## config.mk

```make
export PLATFORM = sky130hd
export DESIGN_NAME = w5300_console_top
export DESIGN_NICKNAME = d
export VERILOG_FILES = /design/src/design/w5300_pkg.sv /design/src/design/uart_rx.sv /design/src/design/uart_tx.sv /design/src/design/console_text.sv /design/src/design/console_ctrl.sv /design/src/design/w5300_bus.sv /design/src/design/w5300_console_top.sv
export SDC_FILE = /design/constraint.sdc
export NUM_CORES = 1
export LEC_CHECK = 0
export BUFFER_PORTS_ARGS = -buffer_cell sky130_fd_sc_hd__buf_2
export CORE_ASPECT_RATIO = 0.7
export CORE_UTILIZATION = 60
export CTS_CLUSTER_SIZE = 28
export DETAILED_ROUTE_END_ITERATION = 10
export PLACE_DENSITY = 0.78
export SLEW_MARGIN = 20
export SYNTH_ARGS = -nofsm -noshare
export SYNTH_HDL_FRONTEND = slang
export SYNTH_HIERARCHICAL = 1
export SYNTH_SLANG_ARGS = --single-unit
```

## constraint.sdc

```tcl
create_clock -name clk -period 3.3 [get_ports clk]
set_input_delay 0.33 -clock clk [delete_from_list [all_inputs] [get_ports clk]]
set_output_delay 0.33 -clock clk [all_outputs]
set_load 0.02 [all_outputs]
```

## src/design/w5300_pkg.sv

```systemverilog
`default_nettype none

package w5300_pkg;

	// host bus
	localparam int ADDR_W = 10;              // W5300 host address width
	localparam int BYTE_W = 8;               // bus and character width
	localparam int REG_W  = 16;              // W5300 register width

	// uart timing, a board build changes only this value
	localparam int CLKS_PER_BIT = 16;

	// clocks that cs_n and rd_n stay low in one byte cycle
	localparam int RD_STROBE_CYCLES = 4;

	// control characters
	localparam logic [BYTE_W-1:0] CH_CR = 8'h0d;
	localparam logic [BYTE_W-1:0] CH_LF = 8'h0a;

	// console commands
	localparam logic [BYTE_W-1:0] CMD_HELP     = 8'h68;   // h
	localparam logic [BYTE_W-1:0] CMD_SET_ADDR = 8'h61;   // a
	localparam logic [BYTE_W-1:0] CMD_READ_REG = 8'h62;   // b

	// message identifiers
	localparam logic [1:0] MSG_HELP = 2'd0;
	localparam logic [1:0] MSG_ADDR = 2'd1;
	localparam logic [1:0] MSG_READ = 2'd2;

	// line buffer depth in characters
	localparam int LINE_MAX = 12;

	// fixed message text, first character in the top byte
	localparam logic [13*BYTE_W-1:0] TXT_HELP = "a=addr b=read";
	localparam logic [5*BYTE_W-1:0]  TXT_ADDR = "addr:";
	localparam logic [5*BYTE_W-1:0]  TXT_DATA = "data:";

endpackage

`default_nettype wire

```

## src/design/uart_rx.sv

```systemverilog
`default_nettype none

module uart_rx import w5300_pkg::*; (
	input  wire               clk,
	input  wire               rst_n,
	input  wire               rx_pin,
	output logic [BYTE_W-1:0] rx_data,
	output logic              rx_valid
);

	typedef enum logic [1:0] {RX_IDLE, RX_START, RX_DATA, RX_STOP} rx_state_t;

	rx_state_t                         state;
	logic [1:0]                        rx_sync;     // two flop synchroniser
	logic [$clog2(CLKS_PER_BIT)-1:0]   clk_cnt;
	logic [2:0]                        bit_cnt;

	always_ff @(posedge clk or negedge rst_n) begin
		if (!rst_n) begin
			rx_sync <= 2'b11;                       // line idles high
			state <= RX_IDLE;
			clk_cnt <= '0;
			bit_cnt <= '0;
			rx_valid <= 1'b0;
		end else begin
			rx_sync <= {rx_sync[0], rx_pin};
			rx_valid <= 1'b0;
			case (state)
				RX_IDLE: begin
					clk_cnt <= '0;
					if (!rx_sync[1])
						state <= RX_START;
				end
				RX_START: begin
					if (clk_cnt == CLKS_PER_BIT / 2 - 1) begin   // middle of start bit
						clk_cnt <= '0;
						bit_cnt <= '0;
						state <= rx_sync[1] ? RX_IDLE : RX_DATA;  // glitch, not a start bit
					end else begin
						clk_cnt <= clk_cnt + 1'b1;
					end
				end
				RX_DATA: begin
					if (clk_cnt == CLKS_PER_BIT - 1) begin
						clk_cnt <= '0;
						rx_data <= {rx_sync[1], rx_data[BYTE_W-1:1]};   // lsb first
						bit_cnt <= bit_cnt + 1'b1;
						if (bit_cnt == 3'd7)
							state <= RX_STOP;
					end else begin
						clk_cnt <= clk_cnt + 1'b1;
					end
				end
				default: begin
					if (clk_cnt == CLKS_PER_BIT - 1) begin   // middle of stop bit
						rx_valid <= rx_sync[1];               // framing error drops the byte
						state <= RX_IDLE;
					end else begin
						clk_cnt <= clk_cnt + 1'b1;
					end
				end
			endcase
		end
	end

endmodule

`default_nettype wire

```

## src/design/uart_tx.sv

```systemverilog
`default_nettype none

module uart_tx import w5300_pkg::*; (
	input  wire              clk,
	input  wire              rst_n,
	input  wire [BYTE_W-1:0] tx_data,
	input  wire              tx_valid,
	output logic             tx_ready,
	output logic             tx_pin
);

	logic                              busy;
	logic [BYTE_W:0]                   frame;       // data bits then stop bit
	logic [$clog2(CLKS_PER_BIT)-1:0]   clk_cnt;
	logic [3:0]                        bit_idx;     // 0 is the start bit

	assign tx_ready = !busy;

	always_ff @(posedge clk or negedge rst_n) begin
		if (!rst_n) begin
			busy <= 1'b0;
			tx_pin <= 1'b1;
			clk_cnt <= '0;
			bit_idx <= '0;
		end else if (!busy) begin
			clk_cnt <= '0;
			bit_idx <= '0;
			if (tx_valid) begin
				busy <= 1'b1;
				tx_pin <= 1'b0;                     // start bit
			end
		end else if (clk_cnt == CLKS_PER_BIT - 1) begin
			clk_cnt <= '0;
			if (bit_idx == 4'd9) begin
				busy <= 1'b0;                       // stop bit done
			end else begin
				tx_pin <= frame[0];
				bit_idx <= bit_idx + 1'b1;
			end
		end else begin
			clk_cnt <= clk_cnt + 1'b1;
		end
	end

	// payload shifter
	always_ff @(posedge clk) begin
		if (!busy && tx_valid)
			frame <= {1'b1, tx_data};
		else if (busy && clk_cnt == CLKS_PER_BIT - 1)
			frame <= {1'b1, frame[BYTE_W:1]};       // refill with stop level
	end

endmodule

`default_nettype wire

```

## src/design/console_text.sv

```systemverilog
`default_nettype none

module console_text import w5300_pkg::*; (
	input  wire [1:0]         msg_id,
	input  wire [5:0]         msg_idx,
	input  wire [ADDR_W-1:0]  cur_addr,
	input  wire [REG_W-1:0]   reg_data,
	output logic [BYTE_W-1:0] text_byte,
	output logic              text_last
);

	logic [13*BYTE_W-1:0] help_shift;
	logic [5*BYTE_W-1:0]  addr_hdr_shift;
	logic [5*BYTE_W-1:0]  data_hdr_shift;
	logic [ADDR_W-1:0]    addr_shift;
	logic [REG_W-1:0]     data_shift;
	logic [5:0]           data_off;       // index relative to "data:"

	assign data_off = msg_idx - 6'd17;

	// wanted character or digit always ends up in the top position
	assign help_shift     = TXT_HELP << (BYTE_W * msg_idx);
	assign addr_hdr_shift = TXT_ADDR << (BYTE_W * msg_idx);
	assign data_hdr_shift = TXT_DATA << (BYTE_W * data_off);
	assign addr_shift     = cur_addr << (msg_idx - 6'd5);
	assign data_shift     = reg_data << (msg_idx - 6'd22);

	always_comb begin
		text_byte = CH_LF;
		text_last = 1'b0;
		case (msg_id)
			MSG_ADDR, MSG_READ: begin
				if (msg_idx < 6'd5)
					text_byte = addr_hdr_shift[5*BYTE_W-1 -: BYTE_W];
				else if (msg_idx < 6'd15)
					text_byte = {7'h18, addr_shift[ADDR_W-1]};   // "0" or "1"
				else if (msg_idx == 6'd15)
					text_byte = CH_CR;
				else if (msg_idx == 6'd16)
					text_last = (msg_id == MSG_ADDR);   // address message ends here
				else if (msg_idx < 6'd22)
					text_byte = data_hdr_shift[5*BYTE_W-1 -: BYTE_W];
				else if (msg_idx < 6'd38)
					text_byte = {7'h18, data_shift[REG_W-1]};
				else if (msg_idx == 6'd38)
					text_byte = CH_CR;
				else
					text_last = 1'b1;
			end
			default: begin
				// help line, also for the unused identifier
				if (msg_idx < 6'd13)
					text_byte = help_shift[13*BYTE_W-1 -: BYTE_W];
				else if (msg_idx == 6'd13)
					text_byte = CH_CR;
				else
					text_last = 1'b1;
			end
		endcase
	end

endmodule

`default_nettype wire

```

## src/design/console_ctrl.sv

```systemverilog
`default_nettype none

module console_ctrl import w5300_pkg::*; (
	input  wire               clk,
	input  wire               rst_n,
	input  wire [BYTE_W-1:0]  rx_data,
	input  wire               rx_valid,
	output logic [BYTE_W-1:0] tx_data,
	output logic              tx_valid,
	input  wire               tx_ready,
	output logic [1:0]        msg_id,
	output logic [5:0]        msg_idx,
	input  wire [BYTE_W-1:0]  text_byte,
	input  wire               text_last,
	output logic [ADDR_W-1:0] cur_addr,
	output logic              rd_start,
	input  wire               rd_done,
	input  wire [REG_W-1:0]   rd_data,
	output logic [REG_W-1:0]  reg_data
);

	typedef enum logic [1:0] {C_IDLE, C_READ, C_SEND} ctrl_state_t;

	ctrl_state_t       state;
	logic [BYTE_W-1:0] line_buf [LINE_MAX];
	logic [3:0]        line_cnt;       // characters held, up to LINE_MAX
	logic              store_char;
	logic              line_end;
	logic [BYTE_W-1:0] line_cmd;
	logic [ADDR_W-1:0] addr_next;

	assign line_end   = (state == C_IDLE) && rx_valid && (rx_data == CH_CR);
	assign store_char = (state == C_IDLE) && rx_valid && (rx_data != CH_CR)
			&& (line_cnt < LINE_MAX);

	// an empty line behaves as a help request
	assign line_cmd = (line_cnt == '0) ? CMD_HELP : line_buf[0];

	assign tx_valid = (state == C_SEND);
	assign tx_data  = text_byte;

	// address digits are characters 1 to 10, msb first, lsb of each char taken
	always_comb begin
		addr_next = '0;
		for (int i = 0; i < ADDR_W; i++) begin
			if (i + 1 < line_cnt)
				addr_next[ADDR_W-1-i] = line_buf[i+1][0];
		end
	end

	always_ff @(posedge clk) begin
		if (store_char)
			line_buf[line_cnt] <= rx_data;
	end

	always_ff @(posedge clk or negedge rst_n) begin
		if (!rst_n) begin
			state <= C_IDLE;
			line_cnt <= '0;
			msg_id <= MSG_HELP;
			msg_idx <= '0;
			cur_addr <= '0;
			reg_data <= '0;
			rd_start <= 1'b0;
		end else begin
			rd_start <= 1'b0;
			case (state)
				C_IDLE: begin
					if (store_char)
						line_cnt <= line_cnt + 1'b1;
					if (line_end) begin
						line_cnt <= '0;
						msg_idx <= '0;
						case (line_cmd)
							CMD_SET_ADDR: begin
								cur_addr <= addr_next;
								msg_id <= MSG_ADDR;
								state <= C_SEND;
							end
							CMD_READ_REG: begin
								rd_start <= 1'b1;        // bus engine is idle here
								state <= C_READ;
							end
							default: begin
								msg_id <= MSG_HELP;
								state <= C_SEND;
							end
						endcase
					end
				end
				C_READ: begin
					if (rd_done) begin
						reg_data <= rd_data;
						msg_id <= MSG_READ;
						state <= C_SEND;
					end
				end
				default: begin
					if (tx_ready) begin                  // byte accepted this cycle
						if (text_last) begin
							msg_idx <= '0;
							state <= C_IDLE;
						end else begin
							msg_idx <= msg_idx + 6'd1;
						end
					end
				end
			endcase
		end
	end

endmodule

`default_nettype wire

```

## src/design/w5300_bus.sv

```systemverilog
`default_nettype none

module w5300_bus import w5300_pkg::*; (
	input  wire               clk,
	input  wire               rst_n,
	input  wire               rd_start,
	input  wire [ADDR_W-1:0]  reg_addr,
	output logic              rd_done,
	output logic [REG_W-1:0]  rd_data,
	output logic [ADDR_W-1:0] addr,
	output logic              cs_n,
	output logic              rd_n,
	input  wire [BYTE_W-1:0]  data_bus
);

	typedef enum logic [1:0] {B_IDLE, B_HI, B_GAP, B_LO} bus_state_t;

	bus_state_t                           state;
	logic                                 strobe;      // byte cycle active
	logic [$clog2(RD_STROBE_CYCLES)-1:0]  strobe_cnt;

	// read only bus, chip select and read strobe move together
	assign cs_n = !strobe;
	assign rd_n = !strobe;

	always_ff @(posedge clk or negedge rst_n) begin
		if (!rst_n) begin
			state <= B_IDLE;
			strobe <= 1'b0;
			strobe_cnt <= '0;
			addr <= '0;
			rd_done <= 1'b0;
		end else begin
			rd_done <= 1'b0;
			case (state)
				B_IDLE: begin
					if (rd_start) begin
						addr <= {reg_addr[ADDR_W-1:1], 1'b0};   // even byte first
						strobe <= 1'b1;
						strobe_cnt <= '0;
						state <= B_HI;
					end
				end
				B_GAP: begin
					addr[0] <= 1'b1;
					strobe <= 1'b1;
					strobe_cnt <= '0;
					state <= B_LO;
				end
				default: begin
					if (strobe_cnt == RD_STROBE_CYCLES - 1) begin
						strobe <= 1'b0;
						if (state == B_LO) begin
							rd_done <= 1'b1;
							state <= B_IDLE;          // the rd_done cycle is the idle gap
						end else begin
							state <= B_GAP;
						end
					end else begin
						strobe_cnt <= strobe_cnt + 1'b1;
					end
				end
			endcase
		end
	end

	// sample on the last strobe cycle
	always_ff @(posedge clk) begin
		if (strobe && strobe_cnt == RD_STROBE_CYCLES - 1) begin
			if (state == B_HI)
				rd_data[REG_W-1:BYTE_W] <= data_bus;
			else
				rd_data[BYTE_W-1:0] <= data_bus;
		end
	end

endmodule

`default_nettype wire

```

## src/design/w5300_console_top.sv

```systemverilog
`default_nettype none

module w5300_console_top import w5300_pkg::*; (
	input  wire               clk,
	input  wire               rst_n,
	input  wire               uart_rx,
	output logic              uart_tx,
	output logic [ADDR_W-1:0] addr,
	output logic              rd_n,
	output logic              cs_n,
	input  wire [BYTE_W-1:0]  data_bus
);

	logic [BYTE_W-1:0] rx_data;
	logic              rx_valid;
	logic [BYTE_W-1:0] tx_data;
	logic              tx_valid;
	logic              tx_ready;
	logic [1:0]        msg_id;
	logic [5:0]        msg_idx;
	logic [BYTE_W-1:0] text_byte;
	logic              text_last;
	logic [ADDR_W-1:0] cur_addr;
	logic [REG_W-1:0]  reg_data;
	logic              rd_start;
	logic              rd_done;
	logic [REG_W-1:0]  rd_data;

	uart_rx u_uart_rx (
		.clk      (clk),
		.rst_n    (rst_n),
		.rx_pin   (uart_rx),
		.rx_data  (rx_data),
		.rx_valid (rx_valid)
	);

	console_ctrl u_console_ctrl (
		.clk       (clk),
		.rst_n     (rst_n),
		.rx_data   (rx_data),
		.rx_valid  (rx_valid),
		.tx_data   (tx_data),
		.tx_valid  (tx_valid),
		.tx_ready  (tx_ready),
		.msg_id    (msg_id),
		.msg_idx   (msg_idx),
		.text_byte (text_byte),
		.text_last (text_last),
		.cur_addr  (cur_addr),
		.rd_start  (rd_start),
		.rd_done   (rd_done),
		.rd_data   (rd_data),
		.reg_data  (reg_data)
	);

	console_text u_console_text (
		.msg_id    (msg_id),
		.msg_idx   (msg_idx),
		.cur_addr  (cur_addr),
		.reg_data  (reg_data),
		.text_byte (text_byte),
		.text_last (text_last)
	);

	uart_tx u_uart_tx (
		.clk      (clk),
		.rst_n    (rst_n),
		.tx_data  (tx_data),
		.tx_valid (tx_valid),
		.tx_ready (tx_ready),
		.tx_pin   (uart_tx)
	);

	w5300_bus u_w5300_bus (
		.clk      (clk),
		.rst_n    (rst_n),
		.rd_start (rd_start),
		.reg_addr (cur_addr),
		.rd_done  (rd_done),
		.rd_data  (rd_data),
		.addr     (addr),
		.cs_n     (cs_n),
		.rd_n     (rd_n),
		.data_bus (data_bus)
	);

endmodule

`default_nettype wire

```

After elaboration in Yosys (flattened, before gate mapping):

Memories as Yosys holds them, arrays and structs flattened.
Cells that the tools add are included.

* add/subtract/negate cells: 10
* muxes and demuxes: 97
* order comparisons: 16
* reduce and logical (&&, ||, !) cells: 42
* equality and inequality tests: 37
* shifts and indexed selects: 5
* bitwise logic cells: 2

Operators with widths (count)
* $shl 103x9->104 const A: 1
* $mux 8: 11
* $shl 39x9->40 const A: 2
* $mux 1: 41
* $mux 4: 10
* $mux 2: 17
* $pmux 2 s2: 5
* $mux 6: 3
* $reduce_and 2->1: 9
* $add 4x1->4 const B: 4
* $eq 8x7->1 const B: 2
* $lt 3x4->1 const A: 4
* $shl 16x6->16: 1
* $reduce_and 3->1: 5
* $eq 2x2->1 const B: 6
* $eq 4x4->1 const B: 3
* $eq 6x4->1 const B: 2
* $lt 4x4->1 const A: 3
* $lt 6x4->1 const B: 2
* $mux 3: 4
* $ne 2x2->1 const B: 6
* $pmux 4 s3: 1
* $pmux 6 s2: 1
* $reduce_bool 2->1: 6
* other kinds (35): 60

* bits in writable memories: 96
* memories: 1
* flip-flop bits (word level): 111
* bits of input ports: 11

Memory list
* u_console_ctrl.line_buf: words 12, width 8, rd ports 11, clocked after memory_dff 0, write ports 1, RTL line console_ctrl.sv:25 `logic [BYTE_W-1:0] line_buf [LINE_MAX];`

Depth between registers and ports, before layout:

* word-level depth: 12
* depth in mapped cells: 13
* mapped depth without buffers: 10

Hierarchy:

Netlist, hierarchy kept.

Modules (own cells, without submodules)
* console_ctrl: seq. area each 1566.5 um^2, cells an instance 214, instances 1, area an instance 2645.0 um^2
* w5300_bus: seq. area each 855.8 um^2, cells an instance 67, instances 1, area an instance 1167.4 um^2
* console_text: seq. area each 0.0 um^2, cells an instance 155, instances 1, area an instance 1159.9 um^2
* uart_rx: seq. area each 543.0 um^2, cells an instance 78, instances 1, area an instance 915.9 um^2
* uart_tx: seq. area each 491.7 um^2, cells an instance 69, instances 1, area an instance 838.3 um^2

Worst setup path before layout:

Ideal clock, no wire load.

* kind: register to register
* start point: register u_console_ctrl.msg_idx[0]
* end point: register u_uart_tx.frame[0], data pin
* setup slack: 0.634 ns
* arrival time: 2.406 ns
* path buffers: 3
* cell stages (with the launch flop): 11
* setup time: 0.260 ns
* clock period less this slack: 2.666 ns
* cell sequence: dfrtp_1 -> buf_6 -> buf_2 -> inv_1 -> ha_1 -> xor2_1 -> nor4_1 -> a2111oi_1 -> a32oi_1 -> buf_4 -> mux2_2

* word-level cells in the longest chain between the ends: 10

Ends and longest elaborated chain
* start, declared: RTL line console_ctrl.sv:12 `output logic [5:0] msg_idx,`
* start signal, assigned: RTL line console_ctrl.sv:104 `msg_idx <= msg_idx + 6'd1;`
* $sub 6x5->6 / $eq 6x6->1 (equally long branches): RTL line console_text.sv:26, console_text.sv:45
* $shl 16x6->16 / $mux 3 (equally long branches): RTL line console_text.sv:26, console_text.sv:45
* $mux 8: RTL line console_text.sv:43 `else if (msg_idx < 6'd38)`
* $mux 8: RTL line console_text.sv:41 `else if (msg_idx < 6'd22)`
* $mux 8: RTL line console_text.sv:39 `else if (msg_idx == 6'd16)`
* $mux 8: RTL line console_text.sv:37 `else if (msg_idx == 6'd15)`
* $mux 8: RTL line console_text.sv:35 `else if (msg_idx < 6'd15)`
* $mux 8: RTL line console_text.sv:33 `if (msg_idx < 6'd5)`
* $mux 8 (*): RTL line console_text.sv:31 `case (msg_id)`
* net text_byte[0]: RTL line w5300_console_top.sv:21 `logic [BYTE_W-1:0] text_byte;`
* $mux 8 (*): RTL line uart_tx.sv:47 `if (!busy && tx_valid)`
* end signal, assigned: RTL line uart_tx.sv:48 `frame <= {1'b1, tx_data};`
* end signal, assigned: RTL line uart_tx.sv:50 `frame <= {1'b1, frame[BYTE_W:1]};`
* end, declared: RTL line uart_tx.sv:13 `logic [BYTE_W:0] frame;`

The timed path passes the listed nets; every way through them passes the cells marked *.
A chain may end at the register's enable or synchronous reset.

Worst setup path after layout:

* start point: register u_console_ctrl.msg_idx[1]
* end point: register u_console_ctrl.msg_idx[5]

* word-level cells in the longest chain between the ends: 12

Ends and longest elaborated chain
* branches (longest 8 deep; another with $lt 6x6->1)
* $mux 1 (*): RTL line console_text.sv:31
* net text_last: RTL line w5300_console_top.sv:22 `logic text_last;`
* $mux 6 (*): RTL line console_ctrl.sv:100 `if (text_last) begin`
* $mux 6 (*): RTL line console_ctrl.sv:99 `if (tx_ready) begin`
* $pmux 6 s2 (*): RTL line console_ctrl.sv:67 `case (state)`

Mark *: on every way through the listed nets, which the timed path passes. The select of a mux whose other input is x is not followed.

==> metrics.md <==
| Metric | Value |
|---|---|
| Status | `complete, no violations` |
| Clk network pwr share | `44.9%` |
| Top FF cell, synth | `dfrtp_1` |
| Worst slew margin | `around two fifths` |
| Antenna diode count | `0` |
| YS warnings | `6` |
| Power Dens Cells | `542 nW/µm²` |
| Number of synthesized register bits | `around 130` |
| CTS tree | `done` |
| Post-CTS Hold Fix Bufs | `1` |
| CTS max path bufs | `2` |
| Share of layout cells above drive strength 1 | `about a fifth` |
| H-tree levels | `4` |
| Vias | `between 4k and 5k` |
| Fin crit share | `between 80% and 90%` |
| Pleak | `about 3.1 nW` |
| Crit-path max FO | `13` |
| Final setup viols | `0` |
| Avg Cell Area, Syn | `11.5 µm²` |
| FMAX | `around 350 MHz` |
| Max cap viols | `0` |
| WP buf/inv | `1` |
| WL per Instance | `~19 µm` |
| Vias in the first global route | `between 4k and 5k` |
| Asr flop ratio synth | `60.9%` |
| Final hold vios | `0` |
| CTS Buf Count | `17` |
| Syn_nets | `619` |
| I/O pin total | `24` |
| Total global routing overflow | `0` |
| Initial Util | `between 60% and 70%` |
| Post_cts resized | `0` |
| Sequential share of power | `around 45%` |
| Switching power | `between 0.001 and 0.0015 W` |
| Int Pwr | `around 0.0029 W` |
| Row count | `31` |
| Setup TNS | `0 ps` |
| First-pass GRT wire length | `23.8 mm` |
| Hold Path Class | `primary input to flop` |
| Slowest-stage cell, CP | `o31ai_1` |
| Crit-path cells | `inv_1 > ha_1 > nand2_1 > nor2_1 > a21boi_0 > o31ai_1 > o21bai_1 > a31oi_1 > o21ai_0 > o31ai_1` |
| Post-synth top area cell | `dfrtp_1` |
| WL final | `approximately 14 mm` |
| Initial antenna violation count | `0` |
| Max-slew violation count | `0` |
| Post-Synthesis Cells | `slightly below 600` |
| Avg Vias per Cell | `~6.3` |
| Fin Hold WS | `roughly 18 ps` |
| Final WS setup | `approximately 430 ps` |
| Fill cell count | `783` |
| CP Data Required Time | `roughly 3600 ps` |
| Yosys top cell area share | `27.9%` |
| Clock-pin slew on the worst setup and hold paths | `about 60 ps` |
| GRT Total Usage | `between 20% and 30%` |
| PortBufs | `23` |
| Clock Skews | `8.14 ps` |
| CTS Root Cell | `clkbuf_16` |
| Number of synthesized flops with an enable pin | `50` |
| Unique cell type count in the Yosys netlist | `82` |
| Post-CTS Setup Inserts | `0` |
| DPL Wire Length | `9.50 mm` |
| Combinational power share | `9.8%` |
| Die H | `around 90 µm` |
| Final Critical Period | `approximately 2900 ps` |
| Worst slew pin tran | `885 ps` |
| Area contributors post-synth | `dfrtp_1, edfxtp_1, mux2_2` |
| Largest net degree at the start of global routing | `between 40 and 50` |
| Worst EP arrival | `around 3100 ps` |
| Sequential area share after synthesis | `between 50% and 60%` |
| Peak VDD IR | `around 0.4 mV` |
| Nets | `roughly 630` |
| Core Area | `10,600 µm²` |
| Worst path top cell family by delay | `compound AO/OA/AOI/OAI gates` |
| Startpoint types | `flop` |
| Iter 0 DRT Violations | `slightly above 600` |
| Post-Syn Area | `between 6000 and 7000 µm²` |
| Die footprint | `11,600 µm²` |
| Most used cell, CP | `o31ai_1` |
| Worst skew pair latency | `between 400 and 500 ps` |
| Crit Path Class | `flop to flop` |
| Router iterations before antenna repair | `5` |
| Chip width | `~130 µm` |
| Clock sink total | `128` |
| Net Sw Frac | `27.3%` |
| Final ANT Viol Nets | `0` |
| RePlAce Congestion | `1.04` |
| Layout area overhead | `10.7%` |
| Residual DRC | `0` |
| CP peak stage delay | `around 590 ps` |
| Crit path capture type | `flop` |
| Pre-CTS WS | `between 600 and 700 ps` |
| Unrepaired setup endpoints after global routing | `no` |
==> stage by stage <==
stage	instance area (µm²)	cells	power, W	util [%]
2_1_floorplan	6730	583	0.00214	-
3_3_place_gp	6860	725	0.00221	64.6
3_5_place_dp	6860	725	0.00224	64.6
4_1_cts	7450	758	0.00406	70.1
5_1_grt	7450	758	0.00420	70.1
6_report	7450	758	0.00404	70.1
==> metal layers <==
| metal | track usage [%] | vias to the layer above | share of wire (%) |
|---|---|---|---|
| li1 | - | 2221 | - |
| met1 | 39.8 | 2290 | 47 |
| met2 | 38.2 | 220 | 44 |
| met3 | 4.98 | 25 | 7.4 |
| met4 | 10.6 | 0 | 1.5 |
| met5 | 0 | - | 0 |
==> cells in the mapped netlist (8+ instances only) <==
library cell	n
buf_2	12
o31ai_1	9
nand2b_1	8
o21ai_0	30
dfrtp_1	75
inv_1	17
nor2_1	30
buf_4	12
a31oi_1	8
edfxtp_1	50
mux2_2	36
nand2_1	33
nor3_1	15
nor2b_1	8
nand3_1	16
clkbuf_1	8
and3_1	13
o211ai_1	8
ha_1	25
a21oi_1	31
==> flip-flops by register name, summed over array words and instances, names as in the netlist, 2 cells and up <==
register and cells:
u_uart_rx/bit_cnt 3, u_console_ctrl/line_cnt 4, u_console_ctrl/msg_idx 6, u_console_ctrl/state 2
u_uart_tx/clk_cnt 4, u_uart_rx/rx_sync 2, u_uart_rx/clk_cnt 4, u_w5300_bus/state 2
u_uart_tx/frame 8, u_uart_tx/bit_idx 4, u_w5300_bus/addr 10, u_uart_rx/state 2
u_console_ctrl/msg_id 2, u_uart_rx/rx_data 8, u_w5300_bus/strobe_cnt 2, u_console_ctrl/cur_addr 10
u_w5300_bus/rd_data 16, u_console_ctrl/reg_data 16, u_console_ctrl/line_buf 18
==> cell type report <==
class / instances / area [µm²] / area share, %
flip-flops and latches: 128 / 3460 / 46.4
multi-input cells: 398 / 2960 / 39.8
clock buffers: 17 / 425 / 5.71
repair buffers: 33 / 195 / 2.62
well taps: 148 / 185 / 2.49
clock inverters: 15 / 150 / 2.02
inverters: 19 / 71.3 / 0.958
==> layout by cell type (no fill, tap or decap), types with 6 or more instances in the layout <==
cell / count
o31ai_1: 9
clkbuf_16: 17
o21ai_0: 30
a211oi_1: 6
nand3_1: 16
and3_1: 13
a31oi_1: 8
nand4_1: 6
buf_2: 22
inv_1: 17
nand3b_1: 6
dfrtp_1: 75
a21oi_1: 31
and2_1: 6
ha_1: 25
nor3_1: 15
edfxtp_1: 50
inv_6: 8
mux2_2: 36
nor2_1: 30
o211ai_1: 8
a21boi_0: 6
nor2b_1: 8
buf_4: 10
nand2_1: 33
nand2b_1: 8
==> power groups by stage <==
| stage | clock network (W) | registers (W) | logic [W] |
|---|---|---|---|
| floorplan | 0 | 0.00179 | 0.000349 |
| global placement | 0 | 0.00185 | 0.000358 |
| detailed placement | 0 | 0.00186 | 0.000388 |
| CTS | 0.00184 | 0.00183 | 0.000396 |
| global route | 0.00191 | 0.00184 | 0.000443 |
| finish | 0.00181 | 0.00183 | 0.000396 |
==> kinds of logic (layout without fill, tap and decap cells) <==
kind of cell	count (synthesis)	count (layout)	synth area share, %
XOR/XNOR	7	7	0.911
other	1	1	0.0558
AO/OA/AOI/OAI	137	137	13.9
buffers and inverters	57	84	4.56
flip-flops	128	128	51.4
AND/OR/NAND/NOR	180	180	15.6
adder cells (fa/ha/maj)	25	25	4.65
multiplexers	48	48	9.00
==> worst paths after layout <==
check,slack [ps],start,cells after the start,endpoint
setup reg to reg,430,u_console_ctrl/msg_idx[1]$_DFFE_PN0P_,10,u_console_ctrl/msg_idx[5]$_DFFE_PN0P_
min in group asynchronous,430,rst_n,2,u_w5300_bus/addr[9]$_DFFE_PN0P_
hold reg to reg,350,u_uart_rx/rx_sync[0]$_DFF_PN1_,0,u_uart_rx/rx_sync[1]$_DFF_PN1_
hold / removal,20,uart_rx,1,u_uart_rx/rx_sync[0]$_DFF_PN1_
max in group asynchronous,1940,rst_n,3,u_uart_rx/rx_sync[0]$_DFF_PN1_
setup / recovery,430,u_console_ctrl/msg_idx[1]$_DFFE_PN0P_,10,u_console_ctrl/msg_idx[5]$_DFFE_PN0P_
Power figures use the tool's default switching activity.
